`src/dbf_defines.svh`:
```
// Widths, limits and thresholds of the luma deblocking engine, included by RTL and testbench
`ifndef DBF_DEFINES_SVH
`define DBF_DEFINES_SVH

// ********************************************************************
// Edge geometry
// ********************************************************************
`define DBF_PIX_W 8
`define DBF_LINES 4
`define DBF_TAPS 8
`define DBF_LINE_W (`DBF_TAPS * `DBF_PIX_W)
`define DBF_EDGE_W (`DBF_LINES * `DBF_LINE_W)

// ********************************************************************
// Quantizer and side information
// ********************************************************************
`define DBF_QP_W 6
`define DBF_QP_MAX 51
`define DBF_MV_W 8
`define DBF_BS_W 3
`define DBF_TC_W 5

// Quarter-pel difference that already counts as a motion edge
`define DBF_MV_THRESH 4

// bs value that selects the strong filter
`define DBF_BS_STRONG 4

// First table index with a non-zero entry
`define DBF_ALPHA_QP0 16
`define DBF_TC0_QP0 17

`endif

```
`src/dbf_pkg.sv`:
```
// Shared types, handshake states and the standard H.264 luma threshold tables
`include "dbf_defines.svh"

package dbf_pkg;

	// ********************************************************************
	// Vector types
	// ********************************************************************
	typedef logic [`DBF_PIX_W-1:0]    pix_t;
	// Line k in bits 64k upward, p3 in the lowest byte of a line
	typedef logic [`DBF_EDGE_W-1:0]   edge_px_t;
	typedef logic [`DBF_QP_W-1:0]     qp_t;
	// y component in the upper byte, x in the lower
	typedef logic [2*`DBF_MV_W-1:0]   mv_t;
	typedef logic [`DBF_BS_W-1:0]     bs_t;
	typedef logic [`DBF_PIX_W-1:0]    thr_t;
	typedef logic [`DBF_TC_W-1:0]     tc_t;

	// Four-phase handshake, one per stage
	typedef enum logic [1:0] {
		HS_IDLE,
		HS_REQ,
		HS_DONE
	} hs_state_t;

	// ********************************************************************
	// Standard tables
	// ********************************************************************
	// Alpha for index 16..51
	localparam thr_t ALPHA_TAB [0:35] = '{
		4, 4, 5, 6, 7, 8, 9, 10, 12, 13,
		15, 17, 20, 22, 25, 28, 32, 36, 40, 45,
		50, 56, 63, 71, 80, 90, 101, 113, 127, 144,
		162, 182, 203, 226, 255, 255
	};

	// Beta for index 16..51
	localparam thr_t BETA_TAB [0:35] = '{
		2, 2, 2, 3, 3, 3, 3, 4, 4, 4,
		6, 6, 7, 7, 8, 8, 9, 9, 10, 10,
		11, 11, 12, 12, 13, 13, 14, 14, 15, 15,
		16, 16, 17, 17, 18, 18
	};

	// tc0 for index 17..51, one table per bs
	localparam tc_t TC0_BS1_TAB [0:34] = '{
		0, 0, 0, 0, 0, 0, 1, 1, 1, 1, 1, 1, 1, 1, 1, 1, 2, 2,
		2, 2, 3, 3, 3, 4, 4, 4, 5, 6, 6, 7, 8, 9, 10, 11, 13
	};

	localparam tc_t TC0_BS2_TAB [0:34] = '{
		0, 0, 0, 0, 1, 1, 1, 1, 1, 1, 1, 1, 1, 1, 2, 2, 2, 2,
		3, 3, 3, 4, 4, 5, 5, 6, 7, 8, 8, 10, 11, 12, 13, 15, 17
	};

	localparam tc_t TC0_BS3_TAB [0:34] = '{
		1, 1, 1, 1, 1, 1, 1, 1, 1, 1, 2, 2, 2, 2, 3, 3, 3, 4,
		4, 4, 5, 6, 6, 7, 8, 9, 10, 11, 13, 14, 16, 18, 20, 23, 25
	};

	// QP above the legal range reads the last row
	function automatic qp_t clamp_qp(input qp_t qp);
		return (qp > `DBF_QP_MAX) ? qp_t'(`DBF_QP_MAX) : qp;
	endfunction

	function automatic thr_t alpha_of(input qp_t qp);
		qp_t idx;
		idx = clamp_qp(qp);
		if (idx < `DBF_ALPHA_QP0) begin
			return '0;
		end
		return ALPHA_TAB[idx - `DBF_ALPHA_QP0];
	endfunction

	function automatic thr_t beta_of(input qp_t qp);
		qp_t idx;
		idx = clamp_qp(qp);
		if (idx < `DBF_ALPHA_QP0) begin
			return '0;
		end
		return BETA_TAB[idx - `DBF_ALPHA_QP0];
	endfunction

	// Only bs 1..3 have a tc0, everything else gives 0
	function automatic tc_t tc0_of(input qp_t qp, input bs_t bs);
		qp_t idx;
		int  row;
		idx = clamp_qp(qp);
		if (idx < `DBF_TC0_QP0) begin
			return '0;
		end
		row = idx - `DBF_TC0_QP0;
		case (bs)
			3'd1: return TC0_BS1_TAB[row];
			3'd2: return TC0_BS2_TAB[row];
			3'd3: return TC0_BS3_TAB[row];
			default: return '0;
		endcase
	endfunction

endpackage

```
`src/dbf_bs_decode.sv`:
```
// Decode stage that accepts edge jobs, derives bs and looks up alpha, beta and tc0
`timescale 1ns/1ps
`include "dbf_defines.svh"

module dbf_bs_decode (
	input  logic               clk,
	input  logic               rst,
	input  logic               in_req_i,
	output logic               in_ack_o,
	input  dbf_pkg::qp_t       qp_i,
	input  logic               intra_p_i,
	input  logic               intra_q_i,
	input  logic               nz_p_i,
	input  logic               nz_q_i,
	input  dbf_pkg::mv_t       mv_p_i,
	input  dbf_pkg::mv_t       mv_q_i,
	input  logic               mb_edge_i,
	input  dbf_pkg::edge_px_t  px_i,
	output logic               dec_req_o,
	input  logic               dec_ack_i,
	output dbf_pkg::bs_t       bs_o,
	output dbf_pkg::thr_t      alpha_o,
	output dbf_pkg::thr_t      beta_o,
	output dbf_pkg::tc_t       tc0_o,
	output dbf_pkg::edge_px_t  px_o
);

	dbf_pkg::hs_state_t        state;
	dbf_pkg::bs_t              bs_next;
	logic signed [`DBF_MV_W:0] dx;
	logic signed [`DBF_MV_W:0] dy;
	logic                      mv_big;
	logic                      take;

	// ********************************************************************
	// Boundary strength
	// ********************************************************************
	// Sign-extended differences of the x and y components
	assign dx = $signed({mv_p_i[`DBF_MV_W-1], mv_p_i[`DBF_MV_W-1:0]})
		- $signed({mv_q_i[`DBF_MV_W-1], mv_q_i[`DBF_MV_W-1:0]});
	assign dy = $signed({mv_p_i[2*`DBF_MV_W-1], mv_p_i[2*`DBF_MV_W-1 -: `DBF_MV_W]})
		- $signed({mv_q_i[2*`DBF_MV_W-1], mv_q_i[2*`DBF_MV_W-1 -: `DBF_MV_W]});

	assign mv_big = (dx >= `DBF_MV_THRESH) || (dx <= -`DBF_MV_THRESH)
		|| (dy >= `DBF_MV_THRESH) || (dy <= -`DBF_MV_THRESH);

	always_comb begin
		if ((intra_p_i || intra_q_i) && mb_edge_i) begin
			bs_next = 3'd4;
		end else if (intra_p_i || intra_q_i) begin
			bs_next = 3'd3;
		end else if (nz_p_i || nz_q_i) begin
			bs_next = 3'd2;
		end else if (mv_big) begin
			bs_next = 3'd1;
		end else begin
			bs_next = 3'd0;
		end
	end

	// ********************************************************************
	// Handshake
	// ********************************************************************
	assign take = (state == dbf_pkg::HS_IDLE) && in_req_i && !in_ack_o;

	always_ff @(posedge clk or negedge rst) begin
		if (!rst) begin
			state     <= dbf_pkg::HS_IDLE;
			in_ack_o  <= 1'b0;
			dec_req_o <= 1'b0;
		end else begin
			// Input ack follows the producer's req down
			if (in_ack_o && !in_req_i) begin
				in_ack_o <= 1'b0;
			end
			case (state)
				dbf_pkg::HS_IDLE: begin
					if (take) begin
						in_ack_o <= 1'b1;
						state    <= dbf_pkg::HS_REQ;
					end
				end
				dbf_pkg::HS_REQ: begin
					if (!dec_req_o) begin
						dec_req_o <= 1'b1;
					end else if (dec_ack_i) begin
						dec_req_o <= 1'b0;
						state     <= dbf_pkg::HS_DONE;
					end
				end
				dbf_pkg::HS_DONE: begin
					if (!dec_ack_i) begin
						state <= dbf_pkg::HS_IDLE;
					end
				end
				default: state <= dbf_pkg::HS_IDLE;
			endcase
		end
	end

	// Job results, held until execute has taken them
	always_ff @(posedge clk) begin
		if (take) begin
			bs_o    <= bs_next;
			alpha_o <= dbf_pkg::alpha_of(qp_i);
			beta_o  <= dbf_pkg::beta_of(qp_i);
			tc0_o   <= dbf_pkg::tc0_of(qp_i, bs_next);
			px_o    <= px_i;
		end
	end

	a_bs_range: assert property (@(posedge clk) disable iff (!rst)
		dec_req_o |-> (bs_o <= `DBF_BS_STRONG));

	a_px_hold: assert property (@(posedge clk) disable iff (!rst)
		dec_req_o |=> !dec_req_o || $stable(px_o));

endmodule

```
`src/dbf_edge_filter.sv`:
```
// Execute stage that applies the H.264 luma edge filter to all four lines of a job
`timescale 1ns/1ps
`include "dbf_defines.svh"

module dbf_edge_filter (
	input  logic               clk,
	input  logic               rst,
	input  logic               dec_req_i,
	output logic               dec_ack_o,
	input  dbf_pkg::bs_t       bs_i,
	input  dbf_pkg::thr_t      alpha_i,
	input  dbf_pkg::thr_t      beta_i,
	input  dbf_pkg::tc_t       tc0_i,
	input  dbf_pkg::edge_px_t  px_i,
	output logic               exe_req_o,
	input  logic               exe_ack_i,
	output dbf_pkg::edge_px_t  px_o,
	output dbf_pkg::bs_t       bs_o
);

	typedef logic signed [11:0] sval_t;
	typedef logic [`DBF_LINE_W-1:0] line_t;

	// Sample positions within one line
	localparam int IDX_P3 = 0;
	localparam int IDX_P2 = 1;
	localparam int IDX_P1 = 2;
	localparam int IDX_P0 = 3;
	localparam int IDX_Q0 = 4;
	localparam int IDX_Q1 = 5;
	localparam int IDX_Q2 = 6;
	localparam int IDX_Q3 = 7;

	dbf_pkg::hs_state_t state;
	dbf_pkg::edge_px_t  px_filt;
	logic               take;

	// ********************************************************************
	// Arithmetic helpers
	// ********************************************************************
	function automatic sval_t tap(input line_t line, input int idx);
		return sval_t'(line[idx*`DBF_PIX_W +: `DBF_PIX_W]);
	endfunction

	function automatic sval_t absv(input sval_t v);
		return (v < 0) ? -v : v;
	endfunction

	function automatic sval_t clip3(input sval_t lo, input sval_t hi, input sval_t v);
		return (v < lo) ? lo : ((v > hi) ? hi : v);
	endfunction

	function automatic dbf_pkg::pix_t clip1(input sval_t v);
		return (v < 0) ? '0 : ((v > 255) ? 8'd255 : v[`DBF_PIX_W-1:0]);
	endfunction

	// ********************************************************************
	// One line across the edge
	// ********************************************************************
	function automatic line_t filter_line(
		input line_t         line,
		input dbf_pkg::bs_t  bs,
		input dbf_pkg::thr_t alpha,
		input dbf_pkg::thr_t beta,
		input dbf_pkg::tc_t  tc0
	);
		sval_t p3, p2, p1, p0, q0, q1, q2, q3;
		sval_t sa, sb, stc0, tc, delta, mid;
		logic  ap_ok, aq_ok;
		line_t res;
		p3 = tap(line, IDX_P3);
		p2 = tap(line, IDX_P2);
		p1 = tap(line, IDX_P1);
		p0 = tap(line, IDX_P0);
		q0 = tap(line, IDX_Q0);
		q1 = tap(line, IDX_Q1);
		q2 = tap(line, IDX_Q2);
		q3 = tap(line, IDX_Q3);
		sa = sval_t'(alpha);
		sb = sval_t'(beta);
		stc0 = sval_t'(tc0);
		res = line;
		// Line stays as it is unless bs and all gradients allow filtering
		if (bs == '0 || absv(p0 - q0) >= sa || absv(p1 - p0) >= sb || absv(q1 - q0) >= sb) begin
			return line;
		end
		ap_ok = absv(p2 - p0) < sb;
		aq_ok = absv(q2 - q0) < sb;
		if (bs < `DBF_BS_STRONG) begin
			// Normal filter
			tc = stc0 + sval_t'(ap_ok) + sval_t'(aq_ok);
			delta = clip3(-tc, tc, ((((q0 - p0) <<< 2) + (p1 - q1) + 4) >>> 3));
			mid = (p0 + q0 + 1) >>> 1;
			res[IDX_P0*`DBF_PIX_W +: `DBF_PIX_W] = clip1(p0 + delta);
			res[IDX_Q0*`DBF_PIX_W +: `DBF_PIX_W] = clip1(q0 - delta);
			if (ap_ok) begin
				res[IDX_P1*`DBF_PIX_W +: `DBF_PIX_W] =
					clip1(p1 + clip3(-stc0, stc0, (p2 + mid - (p1 <<< 1)) >>> 1));
			end
			if (aq_ok) begin
				res[IDX_Q1*`DBF_PIX_W +: `DBF_PIX_W] =
					clip1(q1 + clip3(-stc0, stc0, (q2 + mid - (q1 <<< 1)) >>> 1));
			end
		end else begin
			// Strong filter, each side decides on its own
			if (ap_ok && absv(p0 - q0) < ((sa >>> 2) + 2)) begin
				res[IDX_P0*`DBF_PIX_W +: `DBF_PIX_W] =
					dbf_pkg::pix_t'((p2 + 2*p1 + 2*p0 + 2*q0 + q1 + 4) >>> 3);
				res[IDX_P1*`DBF_PIX_W +: `DBF_PIX_W] =
					dbf_pkg::pix_t'((p2 + p1 + p0 + q0 + 2) >>> 2);
				res[IDX_P2*`DBF_PIX_W +: `DBF_PIX_W] =
					dbf_pkg::pix_t'((2*p3 + 3*p2 + p1 + p0 + q0 + 4) >>> 3);
			end else begin
				res[IDX_P0*`DBF_PIX_W +: `DBF_PIX_W] =
					dbf_pkg::pix_t'((2*p1 + p0 + q1 + 2) >>> 2);
			end
			if (aq_ok && absv(p0 - q0) < ((sa >>> 2) + 2)) begin
				res[IDX_Q0*`DBF_PIX_W +: `DBF_PIX_W] =
					dbf_pkg::pix_t'((p1 + 2*p0 + 2*q0 + 2*q1 + q2 + 4) >>> 3);
				res[IDX_Q1*`DBF_PIX_W +: `DBF_PIX_W] =
					dbf_pkg::pix_t'((p0 + q0 + q1 + q2 + 2) >>> 2);
				res[IDX_Q2*`DBF_PIX_W +: `DBF_PIX_W] =
					dbf_pkg::pix_t'((2*q3 + 3*q2 + q1 + q0 + p0 + 4) >>> 3);
			end else begin
				res[IDX_Q0*`DBF_PIX_W +: `DBF_PIX_W] =
					dbf_pkg::pix_t'((2*q1 + q0 + p1 + 2) >>> 2);
			end
		end
		return res;
	endfunction

	// All four lines in parallel
	always_comb begin
		for (int k = 0; k < `DBF_LINES; k++) begin
			px_filt[k*`DBF_LINE_W +: `DBF_LINE_W] =
				filter_line(px_i[k*`DBF_LINE_W +: `DBF_LINE_W], bs_i, alpha_i, beta_i, tc0_i);
		end
	end

	// ********************************************************************
	// Handshake
	// ********************************************************************
	assign take = (state == dbf_pkg::HS_IDLE) && dec_req_i && !dec_ack_o;

	always_ff @(posedge clk or negedge rst) begin
		if (!rst) begin
			state     <= dbf_pkg::HS_IDLE;
			dec_ack_o <= 1'b0;
			exe_req_o <= 1'b0;
		end else begin
			if (dec_ack_o && !dec_req_i) begin
				dec_ack_o <= 1'b0;
			end
			case (state)
				dbf_pkg::HS_IDLE: begin
					if (take) begin
						dec_ack_o <= 1'b1;
						state     <= dbf_pkg::HS_REQ;
					end
				end
				dbf_pkg::HS_REQ: begin
					if (!exe_req_o) begin
						exe_req_o <= 1'b1;
					end else if (exe_ack_i) begin
						exe_req_o <= 1'b0;
						state     <= dbf_pkg::HS_DONE;
					end
				end
				dbf_pkg::HS_DONE: begin
					if (!exe_ack_i) begin
						state <= dbf_pkg::HS_IDLE;
					end
				end
				default: state <= dbf_pkg::HS_IDLE;
			endcase
		end
	end

	always_ff @(posedge clk) begin
		if (take) begin
			px_o <= px_filt;
			bs_o <= bs_i;
		end
	end

	// Result stage must have finished the previous item
	a_req_after_ack: assert property (@(posedge clk) disable iff (!rst)
		$rose(exe_req_o) |-> !exe_ack_i);

endmodule

```
`src/dbf_result_hold.sv`:
```
// Result stage that holds filtered edges and offers them to the consumer on req/ack
`timescale 1ns/1ps

module dbf_result_hold (
	input  logic               clk,
	input  logic               rst,
	input  logic               exe_req_i,
	output logic               exe_ack_o,
	input  dbf_pkg::edge_px_t  px_i,
	input  dbf_pkg::bs_t       bs_i,
	output logic               out_req_o,
	input  logic               out_ack_i,
	output dbf_pkg::edge_px_t  out_px_o,
	output dbf_pkg::bs_t       out_bs_o
);

	dbf_pkg::hs_state_t state;
	logic               take;

	// Only an empty stage accepts the next result
	assign take = (state == dbf_pkg::HS_IDLE) && exe_req_i && !exe_ack_o;

	always_ff @(posedge clk or negedge rst) begin
		if (!rst) begin
			state     <= dbf_pkg::HS_IDLE;
			exe_ack_o <= 1'b0;
			out_req_o <= 1'b0;
		end else begin
			if (exe_ack_o && !exe_req_i) begin
				exe_ack_o <= 1'b0;
			end
			case (state)
				dbf_pkg::HS_IDLE: begin
					if (take) begin
						exe_ack_o <= 1'b1;
						state     <= dbf_pkg::HS_REQ;
					end
				end
				dbf_pkg::HS_REQ: begin
					if (!out_req_o) begin
						out_req_o <= 1'b1;
					end else if (out_ack_i) begin
						out_req_o <= 1'b0;
						state     <= dbf_pkg::HS_DONE;
					end
				end
				// Wait for the consumer to release ack
				dbf_pkg::HS_DONE: begin
					if (!out_ack_i) begin
						state <= dbf_pkg::HS_IDLE;
					end
				end
				default: state <= dbf_pkg::HS_IDLE;
			endcase
		end
	end

	always_ff @(posedge clk) begin
		if (take) begin
			out_px_o <= px_i;
			out_bs_o <= bs_i;
		end
	end

	a_out_hold: assert property (@(posedge clk) disable iff (!rst)
		out_req_o && !out_ack_i |=> out_req_o && $stable(out_px_o) && $stable(out_bs_o));

endmodule

```
`src/dbf_top.sv`:
```
// Top level of the luma deblocking edge engine, chaining decode, execute and result stages
`timescale 1ns/1ps

module dbf_top (
	input  logic               clk,
	input  logic               rst,
	input  logic               in_req_i,
	output logic               in_ack_o,
	input  dbf_pkg::qp_t       qp_i,
	input  logic               intra_p_i,
	input  logic               intra_q_i,
	input  logic               nz_p_i,
	input  logic               nz_q_i,
	input  dbf_pkg::mv_t       mv_p_i,
	input  dbf_pkg::mv_t       mv_q_i,
	input  logic               mb_edge_i,
	input  dbf_pkg::edge_px_t  px_i,
	output logic               out_req_o,
	input  logic               out_ack_i,
	output dbf_pkg::edge_px_t  out_px_o,
	output dbf_pkg::bs_t       out_bs_o
);

	// ********************************************************************
	// Stage links
	// ********************************************************************
	logic               dec_req;
	logic               dec_ack;
	dbf_pkg::bs_t       dec_bs;
	dbf_pkg::thr_t      dec_alpha;
	dbf_pkg::thr_t      dec_beta;
	dbf_pkg::tc_t       dec_tc0;
	dbf_pkg::edge_px_t  dec_px;

	logic               exe_req;
	logic               exe_ack;
	dbf_pkg::edge_px_t  exe_px;
	dbf_pkg::bs_t       exe_bs;

	dbf_bs_decode u_decode (
		.clk       (clk),
		.rst       (rst),
		.in_req_i  (in_req_i),
		.in_ack_o  (in_ack_o),
		.qp_i      (qp_i),
		.intra_p_i (intra_p_i),
		.intra_q_i (intra_q_i),
		.nz_p_i    (nz_p_i),
		.nz_q_i    (nz_q_i),
		.mv_p_i    (mv_p_i),
		.mv_q_i    (mv_q_i),
		.mb_edge_i (mb_edge_i),
		.px_i      (px_i),
		.dec_req_o (dec_req),
		.dec_ack_i (dec_ack),
		.bs_o      (dec_bs),
		.alpha_o   (dec_alpha),
		.beta_o    (dec_beta),
		.tc0_o     (dec_tc0),
		.px_o      (dec_px)
	);

	dbf_edge_filter u_filter (
		.clk       (clk),
		.rst       (rst),
		.dec_req_i (dec_req),
		.dec_ack_o (dec_ack),
		.bs_i      (dec_bs),
		.alpha_i   (dec_alpha),
		.beta_i    (dec_beta),
		.tc0_i     (dec_tc0),
		.px_i      (dec_px),
		.exe_req_o (exe_req),
		.exe_ack_i (exe_ack),
		.px_o      (exe_px),
		.bs_o      (exe_bs)
	);

	dbf_result_hold u_result (
		.clk       (clk),
		.rst       (rst),
		.exe_req_i (exe_req),
		.exe_ack_o (exe_ack),
		.px_i      (exe_px),
		.bs_i      (exe_bs),
		.out_req_o (out_req_o),
		.out_ack_i (out_ack_i),
		.out_px_o  (out_px_o),
		.out_bs_o  (out_bs_o)
	);

endmodule

```
`config.mk`:
```
export PLATFORM = sky130hd
export DESIGN_NAME = dbf_top
export DESIGN_NICKNAME = d
export VERILOG_FILES = /design/src/dbf_pkg.sv /design/src/dbf_bs_decode.sv /design/src/dbf_edge_filter.sv /design/src/dbf_result_hold.sv /design/src/dbf_top.sv
export VERILOG_INCLUDE_DIRS = /design/src /design/src/src
export SDC_FILE = /design/constraint.sdc
export NUM_CORES = 2
export LEC_CHECK = 0
export ABC_AREA = 1
export BUFFER_PORTS_ARGS = -buffer_cell sky130_fd_sc_hd__buf_2
export CORE_MARGIN = 2
export CORE_UTILIZATION = 56
export DETAILED_ROUTE_END_ITERATION = 16
export HOLD_SLACK_MARGIN = 0.06
export PLACE_DENSITY = 0.82
export REMOVE_ABC_BUFFERS = 1
export SLEW_MARGIN = 20
export SYNTH_ARGS = -nofsm -noshare
export SYNTH_HDL_FRONTEND = slang
export SYNTH_HIERARCHICAL = 1
export SYNTH_SLANG_ARGS = --single-unit
export TNS_END_PERCENT = 50
```
`constraint.sdc`:
```
create_clock -name clk -period 30.3 [get_ports clk]
set_clock_uncertainty 0.15 [all_clocks]
set_input_delay 4.545 -clock clk [delete_from_list [all_inputs] [get_ports clk]]
set_output_delay 4.545 -clock clk [all_outputs]
set_load 0.1 [all_outputs]
```
Yosys cells after proc, flatten, opt, wreduce, memory -nomap -nowiden
Memories as Yosys holds them, arrays and structs flattened.
Index checks and enable logic that the tools add are counted.
Cells by class
  add/sub/neg operators: 246
  multiply operators: 8
  magnitude comparators: 110
  equal/unequal tests: 21
  mux-type cells: 179
  bitwise logic cells: 2
  reduce and logical (&&, ||, !) cells: 48
Operators by type and width (number)
  $mux 12: 44
  $mux 64: 8
  $mux 8: 63
  $add 11x9->11: 32
  $sub 8x8->9: 30
  $add 10x9->10: 24
  $add 9x12->12: 20
  $neg 9->12: 20
  $gt 12x9->1 const B: 16
  $lt 12x1->1 const B: 16
  $lt 9x1->1 const B: 20
  $add 11x10->11: 16
  $add 11x4->11 const B: 16
  $add 10x3->10 const B: 16
  $ge 12x9->1: 12
  $mux 16: 8
  $mux 32: 4
  $lt 11x12->1: 8
  $lt 12x9->1: 8
  $sub 12x10->12: 8
  $add 10x11->11: 8
  $gt 11x6->1: 8
  $add 8x9->10: 8
  $add 9x8->10: 8
  43 further kinds: 193
Storage, ports and cells
  flip-flop bits (word level): 810
  ROM bits: 1984
  bits of input ports: 303
  output and inout bits: 261
  word-level logic and storage cells: 637
  memories kept: 5
Memories
  (no name shown): depth 64, width 8, rd ports 1, clocked after Yosys merged registers in 0, write ports 0, RTL line dbf_pkg.sv:72  | return ALPHA_TAB[idx - `DBF_ALPHA_QP0];
  (no name shown): depth 64, width 8, rd ports 1, clocked after Yosys merged registers in 0, write ports 0, RTL line dbf_pkg.sv:81  | return BETA_TAB[idx - `DBF_ALPHA_QP0];
  (no name shown): depth 64, width 5, rd ports 1, clocked after Yosys merged registers in 0, write ports 0, RTL line dbf_pkg.sv:94  | 3'd1: return TC0_BS1_TAB[row];
  (no name shown): depth 64, width 5, rd ports 1, clocked after Yosys merged registers in 0, write ports 0, RTL line dbf_pkg.sv:95  | 3'd2: return TC0_BS2_TAB[row];
  (no name shown): depth 64, width 5, rd ports 1, clocked after Yosys merged registers in 0, write ports 0, RTL line dbf_pkg.sv:96  | 3'd3: return TC0_BS3_TAB[row];

Longest topological paths before layout
  depth in word-level cells: 15
  gate-level depth with buffers: 60
  depth with buffers taken out: 58

By module
The synthesis kept the hierarchy.
Modules (own cells, without submodules)
  dbf_edge_filter: instances 1, cells each 9652, area an instance 74101.1 µm², seq. area each 7877.6 µm²
  dbf_bs_decode: instances 1, cells each 784, area an instance 11004.3 µm², seq. area each 8418.1 µm²
  dbf_result_hold: instances 1, cells each 281, area an instance 7948.9 µm², seq. area each 7877.6 µm²

Worst setup path after synthesis
Ideal clock, no wire load.
  path type: register to register
  start point: reg u_filter.state[0]
  end point: reg u_filter.state[0]
  library setup time: 0.189 ns
  arrival time: 27.149 ns
  required time: 29.961 ns
  slack: 2.813 ns
  stages on the path, launching flop included: 3
  path buffers: 0
  clock period less this slack: 27.487 ns
  path through: dfrtp_1 > nor4_1 > or2_2
Between the ends
  longest elaborated chain between the ends: 5
  elaborated cells on any way between the ends: 11
  those cells by class: eq/ne: 6; mux: 1; reduce/logical: 4
RTL lines
  start, declared: RTL line dbf_edge_filter.sv:34  | dbf_pkg::hs_state_t state;
  start signal, assigned: RTL line dbf_edge_filter.sv:147  | state <= dbf_pkg::HS_IDLE;
  start signal, assigned: RTL line dbf_edge_filter.sv:158  | state <= dbf_pkg::HS_REQ;
  start signal, assigned: RTL line dbf_edge_filter.sv:166  | state <= dbf_pkg::HS_DONE;
  $logic_not 2->1: RTL line dbf_edge_filter.sv:143  | assign take = (state == dbf_pkg::HS_IDLE) && dec_req_i && !dec_ack_o;
  $logic_and 1x1->1 (2 in series): RTL line dbf_edge_filter.sv:143
  via u_filter.take: RTL line dbf_edge_filter.sv:36  | logic take;
  $ne 2x1->1 (no line)
  $reduce_and 4->1 (no line)
The timed path passes the listed nets, and every way through them passes these cells.
A chain may end at the register's enable or synchronous reset.

Final worst setup path
  start point: reg u_decode.px_o[217]
  end point: reg u_filter.px_o[225] (data pin)
Between the ends
  longest elaborated chain between the ends: 15
  elaborated cells on any way between the ends: 44
  those cells by class: add/sub: 18; order compare: 11; mux: 11; reduce/logical: 4
RTL lines
  start, declared: RTL line dbf_bs_decode.sv:25  | output dbf_pkg::edge_px_t px_o
  start signal, assigned: RTL line dbf_bs_decode.sv:108  | px_o <= px_i;
  $sub 8x8->9: RTL line dbf_edge_filter.sv:87  | ap_ok = absv(p2 - p0) < sb;
  $neg 9->12 / $lt 9x1->1 (equally long branches): RTL line dbf_edge_filter.sv:46  | return (v < 0) ? -v : v;
  $mux 12: RTL line dbf_edge_filter.sv:46
  $lt 12x9->1: RTL line dbf_edge_filter.sv:87
  $add 5x1->6: RTL line dbf_edge_filter.sv:91  | tc = stc0 + sval_t'(ap_ok) + sval_t'(aq_ok);
  $add 12x2->12: RTL line dbf_edge_filter.sv:91
  $neg 12->12 / $gt 12x12->1 (equally long branches): RTL line dbf_edge_filter.sv:92, dbf_edge_filter.sv:50
  $lt 12x12->1 / $mux 12 (equally long branches): RTL line dbf_edge_filter.sv:50  | return (v < lo) ? lo : ((v > hi) ? hi : v);
  $mux 12: RTL line dbf_edge_filter.sv:50
  $sub 9x12->12: RTL line dbf_edge_filter.sv:95  | res[IDX_Q0*`DBF_PIX_W +: `DBF_PIX_W] = clip1(q0 - delta);
  $gt 12x9->1: RTL line dbf_edge_filter.sv:54  | return (v < 0) ? '0 : ((v > 255) ? 8'd255 : v[`DBF_PIX_W-1:0]);
  $mux 8 (2 in series): RTL line dbf_edge_filter.sv:54
  $mux 32: RTL line dbf_edge_filter.sv:89  | if (bs < `DBF_BS_STRONG) begin
  $mux 64 *: RTL line dbf_edge_filter.sv:87
  via u_filter.px_filt[225]: RTL line dbf_edge_filter.sv:35  | dbf_pkg::edge_px_t px_filt;
  end signal, assigned: RTL line dbf_edge_filter.sv:181  | px_o <= px_filt;
  end, declared: RTL line dbf_edge_filter.sv:17  | output dbf_pkg::edge_px_t px_o,
The timed path passes the listed nets; every way through them passes the cells marked *.

==> flow_metrics.tcl <==
set metrics [dict create \
    status "finished, final reports clean" \
    clk_pin_slew_ps 60 \
    grt_first_pass_wirelength_um 464000 \
    grt_max_degree 121 \
    cts_tree "built" \
    yosys.area.top_type "edfxtp_1" \
    insertion_delay_ps 770 \
    firstDrtPassIters 9 \
    r2r-start "u_decode/px_o[217]$_DFFE_PP_" \
    tns_ps 0 \
    drive_above_1_share 0.0992 \
    initial_utilization 0.564 \
    ios 564 \
    drtAntennaViolNets 0 \
    ys_ff_latch 807 \
    rsz0062_at_grt "no" \
    period_needed_ps 9790 \
    hold_viol_final 0 \
    viasPerCell 5.93 \
    numCtsBuffers 90 \
    finalWirelength_um 308000 \
    design.core.area_sq_um 165000 \
    area_delta_synth_final_pct 9.80 \
    reg2reg_to "u_filter/px_o[225]$_DFFE_PP_" \
    r2r_cells 49 \
    end_kind "flop" \
    synthArstFlopShare 0.0149 \
    tightest_slew_ps 1240 \
    syn_area_sq_um 93100 \
    antenna_found_initial 8 \
    vias 81200 \
    slowest_delay_ps 830 \
    cts_setup_buffers 0 \
    root_buffer "clkbuf_16" \
    min_path_type "flop to flop" \
    final_cells 13700 \
    cts_max_level 3 \
    fin_crit_sh 0.323 \
    core.rowCount 149 \
    grt_overflow 0 \
    required_ps 30720 \
    dp_hpwl_um 235000 \
    startpoint_type "flop" \
    max_freq_mhz 102 \
    drt_iter0_drc 8185 \
    synthDominantCellAreaShare 0.257 \
    yosysWarnings 6 \
    cts_buffer_depth 3 \
    endpoint "u_filter/px_o[225]$_DFFE_PP_" \
    post_cts_resized 0 \
    setup_violations 0 \
    rrSetupSlack_ps 20510 \
    synthCells 10700 \
    clock-sinks 807 \
    critPathSlowestCell "edfxtp_1" \
    die_area_sq_um 169000 \
    netlist_top_cells_area "edfxtp_1 26%, ha_1 18%, fa_1 14%" \
    synth_cell_types 74 \
    grt_pass1_vias 80300 \
    drv_cap 0 \
    gp_congestion 1.03 \
    cp.arrival_ps 10220 \
    cp_common_cell "nand2_1" \
    synth_flop_cell "edfxtp_1" \
    avgRoutedWirePerCell_um 22.5 \
    slew_headroom 0.169 \
    crit_start "u_decode/px_o[217]$_DFFE_PP_" \
    drv_slew 0 \
    dp.cells 13500 \
    fin_nets 13700 \
    yosysSeqAreaShare 0.260 \
    die_w_um 412 \
    criticalPathCategory "flop to flop" \
    cts_hold_buf 0 \
    synth_edf_count 795 \
    drc_errors 0 \
    port_buffers 563 \
    worst-path-max-fanout 23 \
    die_h_um 412 \
    groute.usage.overall 0.359 \
    postSynthAreaPerCell_sq_um 8.68 \
]
[area by class of cell]
cell class / count / area [sq um]
Clock inverter: 58 / 588
Clock buffer: 109 / 2390
Multi-Input combinational cell: 8226 / 62200
Fill cell: 13600 / 62800
Timing Repair Buffer: 741 / 4170
Sequential cell: 807 / 24200
Inverter: 1556 / 5870
Tap cell: 2189 / 2740
Antenna cell: 6 / 15.0
[routing by layer]
layer	up-vias	share of wire	GRT usage
met5	-	0.000094	0
met4	6	0.073	0.221
met3	1158	0.097	0.0711
met2	4375	0.45	0.570
met1	38500	0.38	0.450
li1	37100	-	-
[worst min path at each step]
stage                                      start                          endpoint  slack (ps)  depth (start not counted)
detailed placement   u_filter/px_o[13]$_DFFE_PP_   u_result/out_px_o[13]$_DFFE_PP_         250                          0
CTS                   u_filter/px_o[6]$_DFFE_PP_    u_result/out_px_o[6]$_DFFE_PP_         260                          0
finish                u_filter/px_o[6]$_DFFE_PP_    u_result/out_px_o[6]$_DFFE_PP_         260                          0
global placement    u_filter/px_o[250]$_DFFE_PP_  u_result/out_px_o[250]$_DFFE_PP_         250                          0
floorplan             u_filter/bs_o[0]$_DFFE_PP_    u_result/out_bs_o[0]$_DFFE_PP_         250                          0
global route          u_filter/px_o[6]$_DFFE_PP_    u_result/out_px_o[6]$_DFFE_PP_         260                          0
[kinds of logic (layout without fill, tap and decap cells)]
family,Yosys count,after routing,synth area share
simple gates,3695,3695,0.168
fa+ha+maj,1997,1997,0.321
compound gates,1813,1813,0.110
buf+inv,1686,2464,0.0717
flops,807,807,0.260
xor+xnor,717,717,0.0689
other cells,1,9,0.0000403
mux,1,1,0.000121
[placed cells by master, fill, tap and decap left out, drive strengths merged, types with 15 or more instances in the layout]
master   count
o2111ai     20
o22ai       15
nand3b      33
nor4        16
or2         59
o21a        25
a21oi      889
fa         654
clkbuf     109
a211oi      15
o21ai      562
edfxtp     795
o21bai      73
buf        741
xnor2      252
nand2     2170
and2        25
inv       1566
ha        1343
clkinv      33
nor2       739
nand3      470
a21o        65
o211ai      64
a31oi       29
nor3        80
nand4       95
xor2       465
[cells in the mapped netlist (all sizes together), types with 6 or more instances]
cell type,number
nand2,2170
edfxtp,795
inv,1553
ha,1343
a31oi,29
a21o,65
o211ai,64
nor4,16
clkbuf,33
o31a,6
o2111ai,20
and2,25
a21boi,13
o21a,25
o22ai,15
a22oi,13
a211oi,15
buf,97
nand3b,33
xnor2,252
a21oi,889
xor2,465
dfrtp,12
nand3,470
nor2,739
nand4,95
nor3,80
or2,59
o21ai,562
fa,654
o21bai,73
[through the flow]
step,setup slack [ps],hold WS (ps),utilization,instance area [sq um]
2_1_floorplan,2810,250,-,92200
3_3_place_gp,20650,251,0.601,99200
3_5_place_dp,20530,255,0.601,99200
4_1_cts,20500,259,0.619,102000
5_1_grt,19520,264,0.619,102000
6_report,20510,257,0.619,102000
[registers in the layout, summed over array words and instances, names as in the netlist, 2 cells and up]
| register | count |
|---|---|
| u_result/state | 2 |
| u_decode/bs_o | 3 |
| u_filter/bs_o | 3 |
| u_decode/state | 2 |
| u_decode/px_o | 256 |
| u_decode/beta_o | 5 |
| u_decode/alpha_o | 8 |
| u_decode/tc0_o | 5 |
| u_result/out_px_o | 256 |
| u_result/out_bs_o | 3 |
| u_filter/px_o | 256 |
| u_filter/state | 2 |
[worst max-delay path: cells and delay by family (launching register included)]
kind / cells / cell delay, ps
adders and majority gates: 6 / 2070
AOI/OAI and AO/OA: 12 / 2420
buffers and inverters: 5 / 1060
and+or+nand+nor: 23 / 2410
DFF: 1 / 830
xor gates and xnor gates: 3 / 640
Power is not shown: default switching activity piles up to over one toggle a cycle in this logic, so the estimate is an artifact.
